===== config.mk =====
export PLATFORM = sky130hd
export DESIGN_NAME = arm_core
export DESIGN_NICKNAME = d
export VERILOG_FILES = /design/src/design/arm_pkg.sv /design/src/design/fetch_stage.sv /design/src/design/decode_stage.sv /design/src/design/execute_stage.sv /design/src/design/arm_core.sv
export SDC_FILE = /design/constraint.sdc
export NUM_CORES = 2
export LEC_CHECK = 0
export BUFFER_PORTS_ARGS = -buffer_cell sky130_fd_sc_hd__clkbuf_2
export CORE_MARGIN = 2
export CORE_UTILIZATION = 40
export DETAILED_ROUTE_END_ITERATION = 6
export PLACE_DENSITY = 0.54
export SLEW_MARGIN = 20
export SYNTH_ARGS = -nofsm -noshare
export SYNTH_HDL_FRONTEND = slang
export SYNTH_SLANG_ARGS = --single-unit

===== constraint.sdc =====
create_clock -name clk -period 9.9 [get_ports clk]
set_clock_uncertainty 0.1 [all_clocks]
set_input_delay 0.495 -clock clk [delete_from_list [all_inputs] [get_ports clk]]
set_output_delay 0.495 -clock clk [all_outputs]
set_load 0.1 [all_outputs]

===== src/design/arm_pkg.sv =====
package arm_pkg;

    typedef logic [31:0] word_t;     // Data, instruction or byte address
    typedef logic [3:0]  reg_idx_t;
    typedef logic [3:0]  flags_t;    // N Z C V
    typedef logic [3:0]  cond_t;

    typedef enum logic [3:0] {
        ALU_ADD,
        ALU_SUB,     // A - B
        ALU_RSB,     // B - A
        ALU_AND,
        ALU_EOR,
        ALU_ORR,
        ALU_MOVB,    // Pass B
        ALU_MVN,
        ALU_BIC
    } alu_op_t;

    typedef enum logic [1:0] {
        FWD_RF,
        FWD_EX,
        FWD_WB
    } fwd_sel_t;

    typedef enum logic [1:0] {
        SH_LSL,
        SH_LSR,
        SH_ASR,
        SH_ROR
    } shift_t;

    localparam word_t NOP_WORD = '0;
    localparam int    NUM_REGS = 16;

    // Instruction fields
    localparam int COND_HI  = 31;
    localparam int COND_LO  = 28;
    localparam int CLASS_HI = 27;
    localparam int CLASS_LO = 25;
    localparam int L_BIT    = 24;   // B vs BL
    localparam int OPC_HI   = 24;
    localparam int OPC_LO   = 21;
    localparam int S_BIT    = 20;
    localparam int RN_HI    = 19;
    localparam int RN_LO    = 16;
    localparam int RD_HI    = 15;
    localparam int RD_LO    = 12;
    localparam int RSH_BIT  = 4;    // Register-specified shift
    localparam int RM_HI    = 3;
    localparam int RM_LO    = 0;

    localparam logic [2:0] CLASS_DP_REG = 3'b000;
    localparam logic [2:0] CLASS_DP_IMM = 3'b001;
    localparam logic [2:0] CLASS_BRANCH = 3'b101;

    // Data-processing opcodes
    localparam logic [3:0] OPC_AND = 4'b0000;
    localparam logic [3:0] OPC_EOR = 4'b0001;
    localparam logic [3:0] OPC_SUB = 4'b0010;
    localparam logic [3:0] OPC_RSB = 4'b0011;
    localparam logic [3:0] OPC_ADD = 4'b0100;
    localparam logic [3:0] OPC_CMP = 4'b1010;
    localparam logic [3:0] OPC_CMN = 4'b1011;
    localparam logic [3:0] OPC_ORR = 4'b1100;
    localparam logic [3:0] OPC_MOV = 4'b1101;
    localparam logic [3:0] OPC_BIC = 4'b1110;
    localparam logic [3:0] OPC_MVN = 4'b1111;

    localparam int FLAG_N = 3;
    localparam int FLAG_Z = 2;
    localparam int FLAG_C = 1;
    localparam int FLAG_V = 0;

endpackage


===== src/design/fetch_stage.sv =====
`timescale 1ns/10ps

module fetch_stage #(
    parameter int IMEM_WORDS = 64
) (
    input  logic           clk,
    input  logic           rst,
    input  logic           run,
    input  logic           psel,
    input  logic           penable,
    input  logic           pwrite,
    input  arm_pkg::word_t paddr,
    input  arm_pkg::word_t pwdata,
    input  logic           branch_taken,
    input  arm_pkg::word_t branch_target,
    output arm_pkg::word_t prdata,
    output logic           pready,
    output arm_pkg::word_t if_instr,
    output arm_pkg::word_t if_pc
);

    localparam int AW = $clog2(IMEM_WORDS);

    arm_pkg::word_t imem [IMEM_WORDS];
    arm_pkg::word_t pc;
    logic [AW-1:0]  apb_idx;
    logic [AW-1:0]  pc_idx;
    logic           pc_in_range;

    assign apb_idx     = paddr[AW+1:2];
    assign pc_idx      = pc[AW+1:2];
    assign pc_in_range = (pc >> 2) < arm_pkg::word_t'(IMEM_WORDS);

    // Zero-wait APB slave, write lands in the access phase
    always_ff @(posedge clk) begin
        if (psel && penable && pwrite) begin
            imem[apb_idx] <= pwdata;
        end
    end

    assign prdata = imem[apb_idx];
    assign pready = 1'b1;

    always_ff @(posedge clk) begin
        if (rst) begin
            pc <= '0;
        end else if (run) begin
            if (branch_taken) begin
                pc <= branch_target;
            end else begin
                pc <= pc + 32'd4;
            end
        end
    end

    // Fetch/decode register
    always_ff @(posedge clk) begin
        if (rst) begin
            if_instr <= arm_pkg::NOP_WORD;
        end else if (!run || branch_taken || !pc_in_range) begin
            if_instr <= arm_pkg::NOP_WORD;  // Flush or idle
        end else begin
            if_instr <= imem[pc_idx];
        end
    end

    always_ff @(posedge clk) begin
        if_pc <= pc;
    end

endmodule


===== src/design/decode_stage.sv =====
`timescale 1ns/10ps

module decode_stage (
    input  logic               clk,
    input  logic               rst,
    input  logic               branch_taken,
    input  arm_pkg::word_t     if_instr,
    input  arm_pkg::word_t     if_pc,
    input  logic               wb_valid,
    input  arm_pkg::reg_idx_t  wb_reg,
    input  arm_pkg::word_t     wb_data,
    input  logic               ex_fwd_valid,
    input  arm_pkg::reg_idx_t  ex_fwd_reg,
    input  arm_pkg::word_t     ex_fwd_data,
    output arm_pkg::alu_op_t   ex_op,
    output logic               ex_set_flags,
    output logic               ex_write,
    output logic               ex_is_branch,
    output arm_pkg::cond_t     ex_cond,
    output arm_pkg::word_t     ex_a,
    output arm_pkg::word_t     ex_b_raw,
    output logic [11:0]        ex_imm12,
    output logic               ex_use_imm,
    output arm_pkg::reg_idx_t  ex_rd,
    output arm_pkg::word_t     ex_pc
);

    arm_pkg::word_t    rf [arm_pkg::NUM_REGS];
    logic [2:0]        cls;
    logic [3:0]        opc;
    arm_pkg::reg_idx_t rn;
    arm_pkg::reg_idx_t rm;
    logic              is_dp;
    logic              is_br;
    arm_pkg::alu_op_t  dec_op;
    logic              dec_write;
    logic              dec_set_flags;
    arm_pkg::fwd_sel_t sel_a;
    arm_pkg::fwd_sel_t sel_b;
    arm_pkg::word_t    op_a;
    arm_pkg::word_t    op_b;

    assign cls = if_instr[arm_pkg::CLASS_HI:arm_pkg::CLASS_LO];
    assign opc = if_instr[arm_pkg::OPC_HI:arm_pkg::OPC_LO];
    assign rn  = if_instr[arm_pkg::RN_HI:arm_pkg::RN_LO];
    assign rm  = if_instr[arm_pkg::RM_HI:arm_pkg::RM_LO];

    // Register-specified shifts fall through as NOP
    assign is_dp = (if_instr != arm_pkg::NOP_WORD) &&
                   ((cls == arm_pkg::CLASS_DP_REG && !if_instr[arm_pkg::RSH_BIT]) ||
                    cls == arm_pkg::CLASS_DP_IMM);
    assign is_br = (cls == arm_pkg::CLASS_BRANCH) && !if_instr[arm_pkg::L_BIT];

    always_comb begin
        dec_op        = arm_pkg::ALU_AND;
        dec_write     = 1'b0;
        dec_set_flags = 1'b0;
        if (is_dp) begin
            dec_write     = 1'b1;
            dec_set_flags = if_instr[arm_pkg::S_BIT];
            case (opc)
                arm_pkg::OPC_AND: dec_op = arm_pkg::ALU_AND;
                arm_pkg::OPC_EOR: dec_op = arm_pkg::ALU_EOR;
                arm_pkg::OPC_SUB: dec_op = arm_pkg::ALU_SUB;
                arm_pkg::OPC_RSB: dec_op = arm_pkg::ALU_RSB;
                arm_pkg::OPC_ADD: dec_op = arm_pkg::ALU_ADD;
                arm_pkg::OPC_ORR: dec_op = arm_pkg::ALU_ORR;
                arm_pkg::OPC_MOV: dec_op = arm_pkg::ALU_MOVB;
                arm_pkg::OPC_BIC: dec_op = arm_pkg::ALU_BIC;
                arm_pkg::OPC_MVN: dec_op = arm_pkg::ALU_MVN;
                arm_pkg::OPC_CMP: begin
                    dec_op        = arm_pkg::ALU_SUB;
                    dec_write     = 1'b0;
                    dec_set_flags = 1'b1;
                end
                arm_pkg::OPC_CMN: begin
                    dec_op        = arm_pkg::ALU_ADD;
                    dec_write     = 1'b0;
                    dec_set_flags = 1'b1;
                end
                default: begin          // Carry ops, TST, TEQ
                    dec_write     = 1'b0;
                    dec_set_flags = 1'b0;
                end
            endcase
        end
    end

    // Youngest producer wins
    function automatic arm_pkg::fwd_sel_t pick_src(
        input arm_pkg::reg_idx_t r,
        input logic              exv,
        input arm_pkg::reg_idx_t exr,
        input logic              wbv,
        input arm_pkg::reg_idx_t wbr
    );
        if (exv && exr == r) begin
            return arm_pkg::FWD_EX;
        end else if (wbv && wbr == r) begin
            return arm_pkg::FWD_WB;
        end
        return arm_pkg::FWD_RF;
    endfunction

    assign sel_a = pick_src(rn, ex_fwd_valid, ex_fwd_reg, wb_valid, wb_reg);
    assign sel_b = pick_src(rm, ex_fwd_valid, ex_fwd_reg, wb_valid, wb_reg);

    always_comb begin
        case (sel_a)
            arm_pkg::FWD_EX: op_a = ex_fwd_data;
            arm_pkg::FWD_WB: op_a = wb_data;
            default:         op_a = rf[rn];
        endcase
        case (sel_b)
            arm_pkg::FWD_EX: op_b = ex_fwd_data;
            arm_pkg::FWD_WB: op_b = wb_data;
            default:         op_b = rf[rm];
        endcase
    end

    always_ff @(posedge clk) begin
        if (wb_valid) begin
            rf[wb_reg] <= wb_data;
        end
    end

    // Decode/execute register
    always_ff @(posedge clk) begin
        if (rst || branch_taken) begin
            ex_write     <= 1'b0;
            ex_set_flags <= 1'b0;
            ex_is_branch <= 1'b0;
        end else begin
            ex_write     <= dec_write;
            ex_set_flags <= dec_set_flags;
            ex_is_branch <= is_br;
        end
    end

    always_ff @(posedge clk) begin
        ex_op      <= dec_op;
        ex_cond    <= if_instr[arm_pkg::COND_HI:arm_pkg::COND_LO];
        ex_a       <= op_a;
        ex_b_raw   <= is_br ? {8'h00, if_instr[23:0]} : op_b;  // Branch offset rides here
        ex_imm12   <= if_instr[11:0];
        ex_use_imm <= (cls == arm_pkg::CLASS_DP_IMM);
        ex_rd      <= if_instr[arm_pkg::RD_HI:arm_pkg::RD_LO];
        ex_pc      <= if_pc;
    end

endmodule


===== src/design/execute_stage.sv =====
`timescale 1ns/10ps

module execute_stage (
    input  logic               clk,
    input  logic               rst,
    input  arm_pkg::alu_op_t   ex_op,
    input  logic               ex_set_flags,
    input  logic               ex_write,
    input  logic               ex_is_branch,
    input  arm_pkg::cond_t     ex_cond,
    input  arm_pkg::word_t     ex_a,
    input  arm_pkg::word_t     ex_b_raw,
    input  logic [11:0]        ex_imm12,
    input  logic               ex_use_imm,
    input  arm_pkg::reg_idx_t  ex_rd,
    input  arm_pkg::word_t     ex_pc,
    output logic               ex_fwd_valid,
    output arm_pkg::reg_idx_t  ex_fwd_reg,
    output arm_pkg::word_t     ex_fwd_data,
    output logic               wb_valid,
    output arm_pkg::reg_idx_t  wb_reg,
    output arm_pkg::word_t     wb_data,
    output arm_pkg::flags_t    flags,
    output logic               branch_taken,
    output arm_pkg::word_t     branch_target
);

    logic [4:0]       sh_amt;
    arm_pkg::shift_t  sh_type;
    arm_pkg::word_t   op_b;
    logic [32:0]      sum;
    arm_pkg::word_t   alu_res;
    logic             alu_c;
    logic             alu_v;
    logic             n;
    logic             z;
    logic             c;
    logic             v;
    logic             cond_ok;
    arm_pkg::word_t   br_offset;

    function automatic arm_pkg::word_t ror32(input arm_pkg::word_t x, input logic [4:0] amt);
        if (amt == 5'd0) begin
            return x;
        end
        return (x >> amt) | (x << (6'd32 - {1'b0, amt}));
    endfunction

    assign sh_amt  = ex_imm12[11:7];
    assign sh_type = arm_pkg::shift_t'(ex_imm12[6:5]);

    // Second operand
    always_comb begin
        if (ex_use_imm) begin
            op_b = ror32({24'h0, ex_imm12[7:0]}, {ex_imm12[11:8], 1'b0});
        end else begin
            case (sh_type)
                arm_pkg::SH_LSL: op_b = ex_b_raw << sh_amt;
                arm_pkg::SH_LSR: op_b = ex_b_raw >> sh_amt;
                arm_pkg::SH_ASR: op_b = arm_pkg::word_t'($signed(ex_b_raw) >>> sh_amt);
                default:         op_b = ror32(ex_b_raw, sh_amt);
            endcase
        end
    end

    assign sum = {1'b0, ex_a} + {1'b0, op_b};

    always_comb begin
        alu_c = 1'b0;
        alu_v = 1'b0;
        case (ex_op)
            arm_pkg::ALU_ADD: begin
                alu_res = sum[31:0];
                alu_c   = sum[32];
                alu_v   = ~(ex_a[31] ^ op_b[31]) & (ex_a[31] ^ alu_res[31]);
            end
            arm_pkg::ALU_SUB: begin
                alu_res = ex_a - op_b;
                alu_c   = (ex_a < op_b);    // Borrow, not ARM carry
                alu_v   = (ex_a[31] ^ op_b[31]) & (ex_a[31] ^ alu_res[31]);
            end
            arm_pkg::ALU_RSB: begin
                alu_res = op_b - ex_a;
                alu_c   = (op_b < ex_a);
                alu_v   = (op_b[31] ^ ex_a[31]) & (op_b[31] ^ alu_res[31]);
            end
            arm_pkg::ALU_AND:  alu_res = ex_a & op_b;
            arm_pkg::ALU_EOR:  alu_res = ex_a ^ op_b;
            arm_pkg::ALU_ORR:  alu_res = ex_a | op_b;
            arm_pkg::ALU_MOVB: alu_res = op_b;
            arm_pkg::ALU_MVN:  alu_res = ~op_b;
            default:           alu_res = ex_a & ~op_b;  // BIC
        endcase
    end

    always_ff @(posedge clk) begin
        if (rst) begin
            flags <= '0;
        end else if (ex_set_flags) begin
            flags <= {alu_res[31], alu_res == '0, alu_c, alu_v};
        end
    end

    assign n = flags[arm_pkg::FLAG_N];
    assign z = flags[arm_pkg::FLAG_Z];
    assign c = flags[arm_pkg::FLAG_C];
    assign v = flags[arm_pkg::FLAG_V];

    always_comb begin
        case (ex_cond)
            4'h0:    cond_ok = z;               // EQ
            4'h1:    cond_ok = ~z;
            4'h2:    cond_ok = c;
            4'h3:    cond_ok = ~c;
            4'h4:    cond_ok = n;
            4'h5:    cond_ok = ~n;
            4'h6:    cond_ok = v;
            4'h7:    cond_ok = ~v;
            4'h8:    cond_ok = c & ~z;          // HI
            4'h9:    cond_ok = ~c | z;
            4'ha:    cond_ok = (n == v);        // GE
            4'hb:    cond_ok = (n != v);
            4'hc:    cond_ok = ~z & (n == v);
            4'hd:    cond_ok = z | (n != v);    // LE
            4'he:    cond_ok = 1'b1;
            default: cond_ok = 1'b0;            // NV
        endcase
    end

    // Word offset, sign-extended from bit 23
    assign br_offset     = {{6{ex_b_raw[23]}}, ex_b_raw[23:0], 2'b00};
    assign branch_taken  = ex_is_branch && cond_ok;
    assign branch_target = ex_pc + 32'd4 + br_offset;

    assign ex_fwd_valid = ex_write;
    assign ex_fwd_reg   = ex_rd;
    assign ex_fwd_data  = alu_res;

    // Execute/writeback register
    always_ff @(posedge clk) begin
        if (rst) begin
            wb_valid <= 1'b0;
        end else begin
            wb_valid <= ex_write;
        end
    end

    always_ff @(posedge clk) begin
        wb_reg  <= ex_rd;
        wb_data <= alu_res;
    end

endmodule


===== src/design/arm_core.sv =====
`timescale 1ns/10ps

module arm_core #(
    parameter int IMEM_WORDS = 64
) (
    input  logic               clk,
    input  logic               rst,
    input  logic               run,
    input  logic               psel,
    input  logic               penable,
    input  logic               pwrite,
    input  arm_pkg::word_t     paddr,
    input  arm_pkg::word_t     pwdata,
    output arm_pkg::word_t     prdata,
    output logic               pready,
    output logic               wb_valid,
    output arm_pkg::reg_idx_t  wb_reg,
    output arm_pkg::word_t     wb_data,
    output arm_pkg::flags_t    flags
);

    arm_pkg::word_t    if_instr;
    arm_pkg::word_t    if_pc;
    arm_pkg::alu_op_t  ex_op;
    logic              ex_set_flags;
    logic              ex_write;
    logic              ex_is_branch;
    arm_pkg::cond_t    ex_cond;
    arm_pkg::word_t    ex_a;
    arm_pkg::word_t    ex_b_raw;
    logic [11:0]       ex_imm12;
    logic              ex_use_imm;
    arm_pkg::reg_idx_t ex_rd;
    arm_pkg::word_t    ex_pc;
    logic              ex_fwd_valid;
    arm_pkg::reg_idx_t ex_fwd_reg;
    arm_pkg::word_t    ex_fwd_data;
    logic              branch_taken;
    arm_pkg::word_t    branch_target;

    fetch_stage #(
        .IMEM_WORDS(IMEM_WORDS)
    ) fetch_i (
        .clk(clk), .rst(rst), .run(run),
        .psel(psel), .penable(penable), .pwrite(pwrite),
        .paddr(paddr), .pwdata(pwdata),
        .branch_taken(branch_taken), .branch_target(branch_target),
        .prdata(prdata), .pready(pready),
        .if_instr(if_instr), .if_pc(if_pc)
    );

    decode_stage decode_i (
        .clk(clk), .rst(rst), .branch_taken(branch_taken),
        .if_instr(if_instr), .if_pc(if_pc),
        .wb_valid(wb_valid), .wb_reg(wb_reg), .wb_data(wb_data),
        .ex_fwd_valid(ex_fwd_valid), .ex_fwd_reg(ex_fwd_reg), .ex_fwd_data(ex_fwd_data),
        .ex_op(ex_op), .ex_set_flags(ex_set_flags), .ex_write(ex_write),
        .ex_is_branch(ex_is_branch), .ex_cond(ex_cond),
        .ex_a(ex_a), .ex_b_raw(ex_b_raw), .ex_imm12(ex_imm12), .ex_use_imm(ex_use_imm),
        .ex_rd(ex_rd), .ex_pc(ex_pc)
    );

    execute_stage execute_i (
        .clk(clk), .rst(rst),
        .ex_op(ex_op), .ex_set_flags(ex_set_flags), .ex_write(ex_write),
        .ex_is_branch(ex_is_branch), .ex_cond(ex_cond),
        .ex_a(ex_a), .ex_b_raw(ex_b_raw), .ex_imm12(ex_imm12), .ex_use_imm(ex_use_imm),
        .ex_rd(ex_rd), .ex_pc(ex_pc),
        .ex_fwd_valid(ex_fwd_valid), .ex_fwd_reg(ex_fwd_reg), .ex_fwd_data(ex_fwd_data),
        .wb_valid(wb_valid), .wb_reg(wb_reg), .wb_data(wb_data),
        .flags(flags),
        .branch_taken(branch_taken), .branch_target(branch_target)
    );

endmodule


==> summary.md <==
| Metric | Value |
|---|---|
| Skew-Pair Late Insertion Delay | 960 ps |
| CTS tree | done |
| Vias in the first global route | 96700 |
| Total number of vias | 98800 |
| Fraction of layout cells with a size suffix above 1 | 23.9% |
| Routability cong. | 1.01 |
| Port bufs | 116 |
| Critical path type | reg2reg |
| DRT Wirelength | 570000 microns |
| Top reg by flops | fetch_i.imem |
| CP Launch Type | register |
| Leakage power | 49.4 nW |
| Multi-input gate area | 55400 sq um |
| Largest registers | fetch_i.imem (2048), decode_i.rf (512) |
| Max rail drop VDD | 0.153 mV |
| Core Box Area | 349000 sq um |
| Total chip power | 34.3 mW |
| Post-layout util | 45.3% |
| Largest net degree at the start of global routing | 124 |
| Power density cells | 217 nW/um^2 |
| GR Overflow Total | 0 |
| #FFs+latches synth | 2815 |
| First-pass GRT wire length | 782000 microns |
| EDFF count, synth | 2560 |
| Tcrit/Tclk final | 85.1% |
| Post-synth cell types | 128 |
| Register area | 82000 sq um |
| Tmin final | 8420 ps |
| Final setup fails | 0 |
| Reg clk slew, reported paths | 70 ps |
| Post-DP Area | 148000 sq um |
| Crit. End Element | register |
| Final Hold Fails | 21 |
| Rel. slew slack | 16.4% |
| Initial core utilization | 40.2% |
| Ports | 144 |
| Cells after DPL | 13600 |
| Die Y | 597 microns |
| Row count | 217 |
| Setup tns final | 0 ps |
| Synth area leader | edfxtp_1 |
| Fin. max-slew vios | 0 |
| Reg2Reg Setup Slack | 1480 ps |
| CTS sink count | 2815 |
| Drc violations | 27 |
| Violation count after the first detailed-route iteration | 14600 |
| Failing checks | design-rule violations, negative hold slack |
| H-tree depth | 5 |
| Tot GR Track Use | 31.3% |
| Worst-margin pin slew | 1250 ps |
| WP data required | 10640 ps |
| Drt wl/cell | 40.2 microns |
| Crit path DAT | 9160 ps |
| Worst slack, placed | 1670 ps |
| Most frequent cells in the layout | edfxtp_1, mux4_2, a22oi_1 |
| CTS max path bufs | 4 |
| Die area | 356000 sq um |
| Post-DP HPWL | 353000 microns |
| CTS Root Buffer Type | clkbuf_16 |
| Hold/Removal Path Class | in2reg |
| Fin nets | 9551 |
| Count of cells resized by post-cts repair | 0 |
| Via density | 6.97 |
| P&R area growth vs syn | 12.5% |
| Post-synth top flop | edfxtp_1 |
| TritonCTS buffer count | 315 |
| Die W | 597 microns |
| Post-route ant nets | 0 |
| Cell area after layout | 158000 sq um |
| Outcome | finished, violations left |
| Seq/Total Area, Yosys | 58.3% |
| Antenna violations before repair | 57 |
| Final setup margin | 1480 ps |
| Mapped Nets | 9530 |
| Fmax | 119 MHz |
| Area share of the largest cell type after synthesis | 54.7% |
| RSZ-0062 raised after global routing | no |
| Largest register FFs | 2048 |
| Synth area leaders | edfxtp_1, mux4_2, dfxtp_1 |
| Asr flop ratio synth | 0% |
| Synth Instances | 9262 |
| Yosys Warn Count | 0 |
| Crit Path Max Fanout | 47 |
| Synth Cell Area | 141000 sq um |
| Fill count | 30200 |
| Max-cap violations | 0 |
| Most common cell after layout, fill and taps aside | edfxtp_1 |
| Post-route insts no fill | 14200 |
| WHS | -26.2 ps |
| Syn Area/Cell | 15.2 sq um |
| Drt pass-1 iters | 7 |
cells by family after synthesis:
family	after synthesis	synth area share, %
AOI/OAI and AO/OA	2527	12.8
buffers and inverters	937	2.80
xor gates and xnor gates	71	0.461
other	1	0.00267
adders and majority gates	198	1.78
muxes	1358	19.1
and+or+nand+nor	1355	4.75
DFF	2815	58.3
final cells by class:
type | count | share of cell area, %
Sequential cell | 2815 | 51.9
Clock inverter | 182 | 1.24
Inverter | 148 | 0.351
Multi-Input combinational cell | 5510 | 35.0
Timing Repair Buffer | 493 | 2.51
Tap cell | 4599 | 3.64
Antenna cell | 32 | 0.0506
Clock buffer | 390 | 5.30
final timing paths:
path                                              startpoint                         endpoint  cells past startpoint
worst max-delay path            decode_i.ex_imm12[9]$_DFF_P_  execute_i.flags[2]$_SDFFE_PP0P_                     21
worst min-delay path                               pwdata[8]    fetch_i.imem[41][8]$_DFFE_PP_                      1
worst max register to register  decode_i.ex_imm12[9]$_DFF_P_  execute_i.flags[2]$_SDFFE_PP0P_                     21
worst min register to register     fetch_i.if_pc[10]$_DFF_P_       decode_i.ex_pc[10]$_DFF_P_                      0
worst max-delay path, cell delays in order (launching register included):
cell and delay [ps]:
dfxtp_4 810, buf_4 440, mux2_2 390, a222oi_1 410, o21ai_0 140, a31oi_1 510
a311oi_1 130, o211ai_1 860, inv_1 170, ha_1 480, or3b_2 530, a31oi_1 300
a211o_1 250, o21ai_0 180, o21ai_0 600, a211oi_1 310, o21bai_1 260, a21oi_1 120
xnor2_1 160, o211ai_1 390, or4_1 640, o21ai_1 130
timing repair:
item / 4_1_cts / 5_1_grt
setup buffers: 0 / 0
hold buffers: 0 / 1
endpoints found under the hold margin: 0 / 13
synth_stat cells (89+ instances only):
| library cell | instances |
|---|---|
| ha_1 | 194 |
| a22o_1 | 214 |
| dfxtp_1 | 255 |
| mux4_2 | 1024 |
| inv_1 | 142 |
| nand2_1 | 336 |
| nor2_1 | 382 |
| clkbuf_1 | 564 |
| a22oi_1 | 646 |
| edfxtp_1 | 2560 |
| buf_1 | 144 |
| a31oi_1 | 223 |
| a221oi_1 | 230 |
| mux2i_1 | 245 |
| nand4_1 | 89 |
| nand3_1 | 92 |
| a21oi_1 | 396 |
| o21ai_0 | 247 |
where the power goes:
part / switching (mW) / total, mW / leakage, nW / internal (mW)
logic: 5.67 / 8.36 / 19.2 / 2.69
clock network: 5.00 / 11.8 / 5.04 / 6.84
registers: 0.664 / 14.1 / 25.2 / 13.5
total: 11.3 / 34.3 / 49.4 / 23.0
layer usage:
metal | part of all wire (%) | vias to the layer above | GRT usage (%)
li1 | - | 39000 | -
met2 | 45 | 7044 | 47.6
met1 | 38 | 51300 | 41.2
met3 | 11 | 1459 | 7.36
met4 | 6.6 | 26 | 17.5
met5 | 0.033 | - | 0
(Power assumes the default switching activity.)
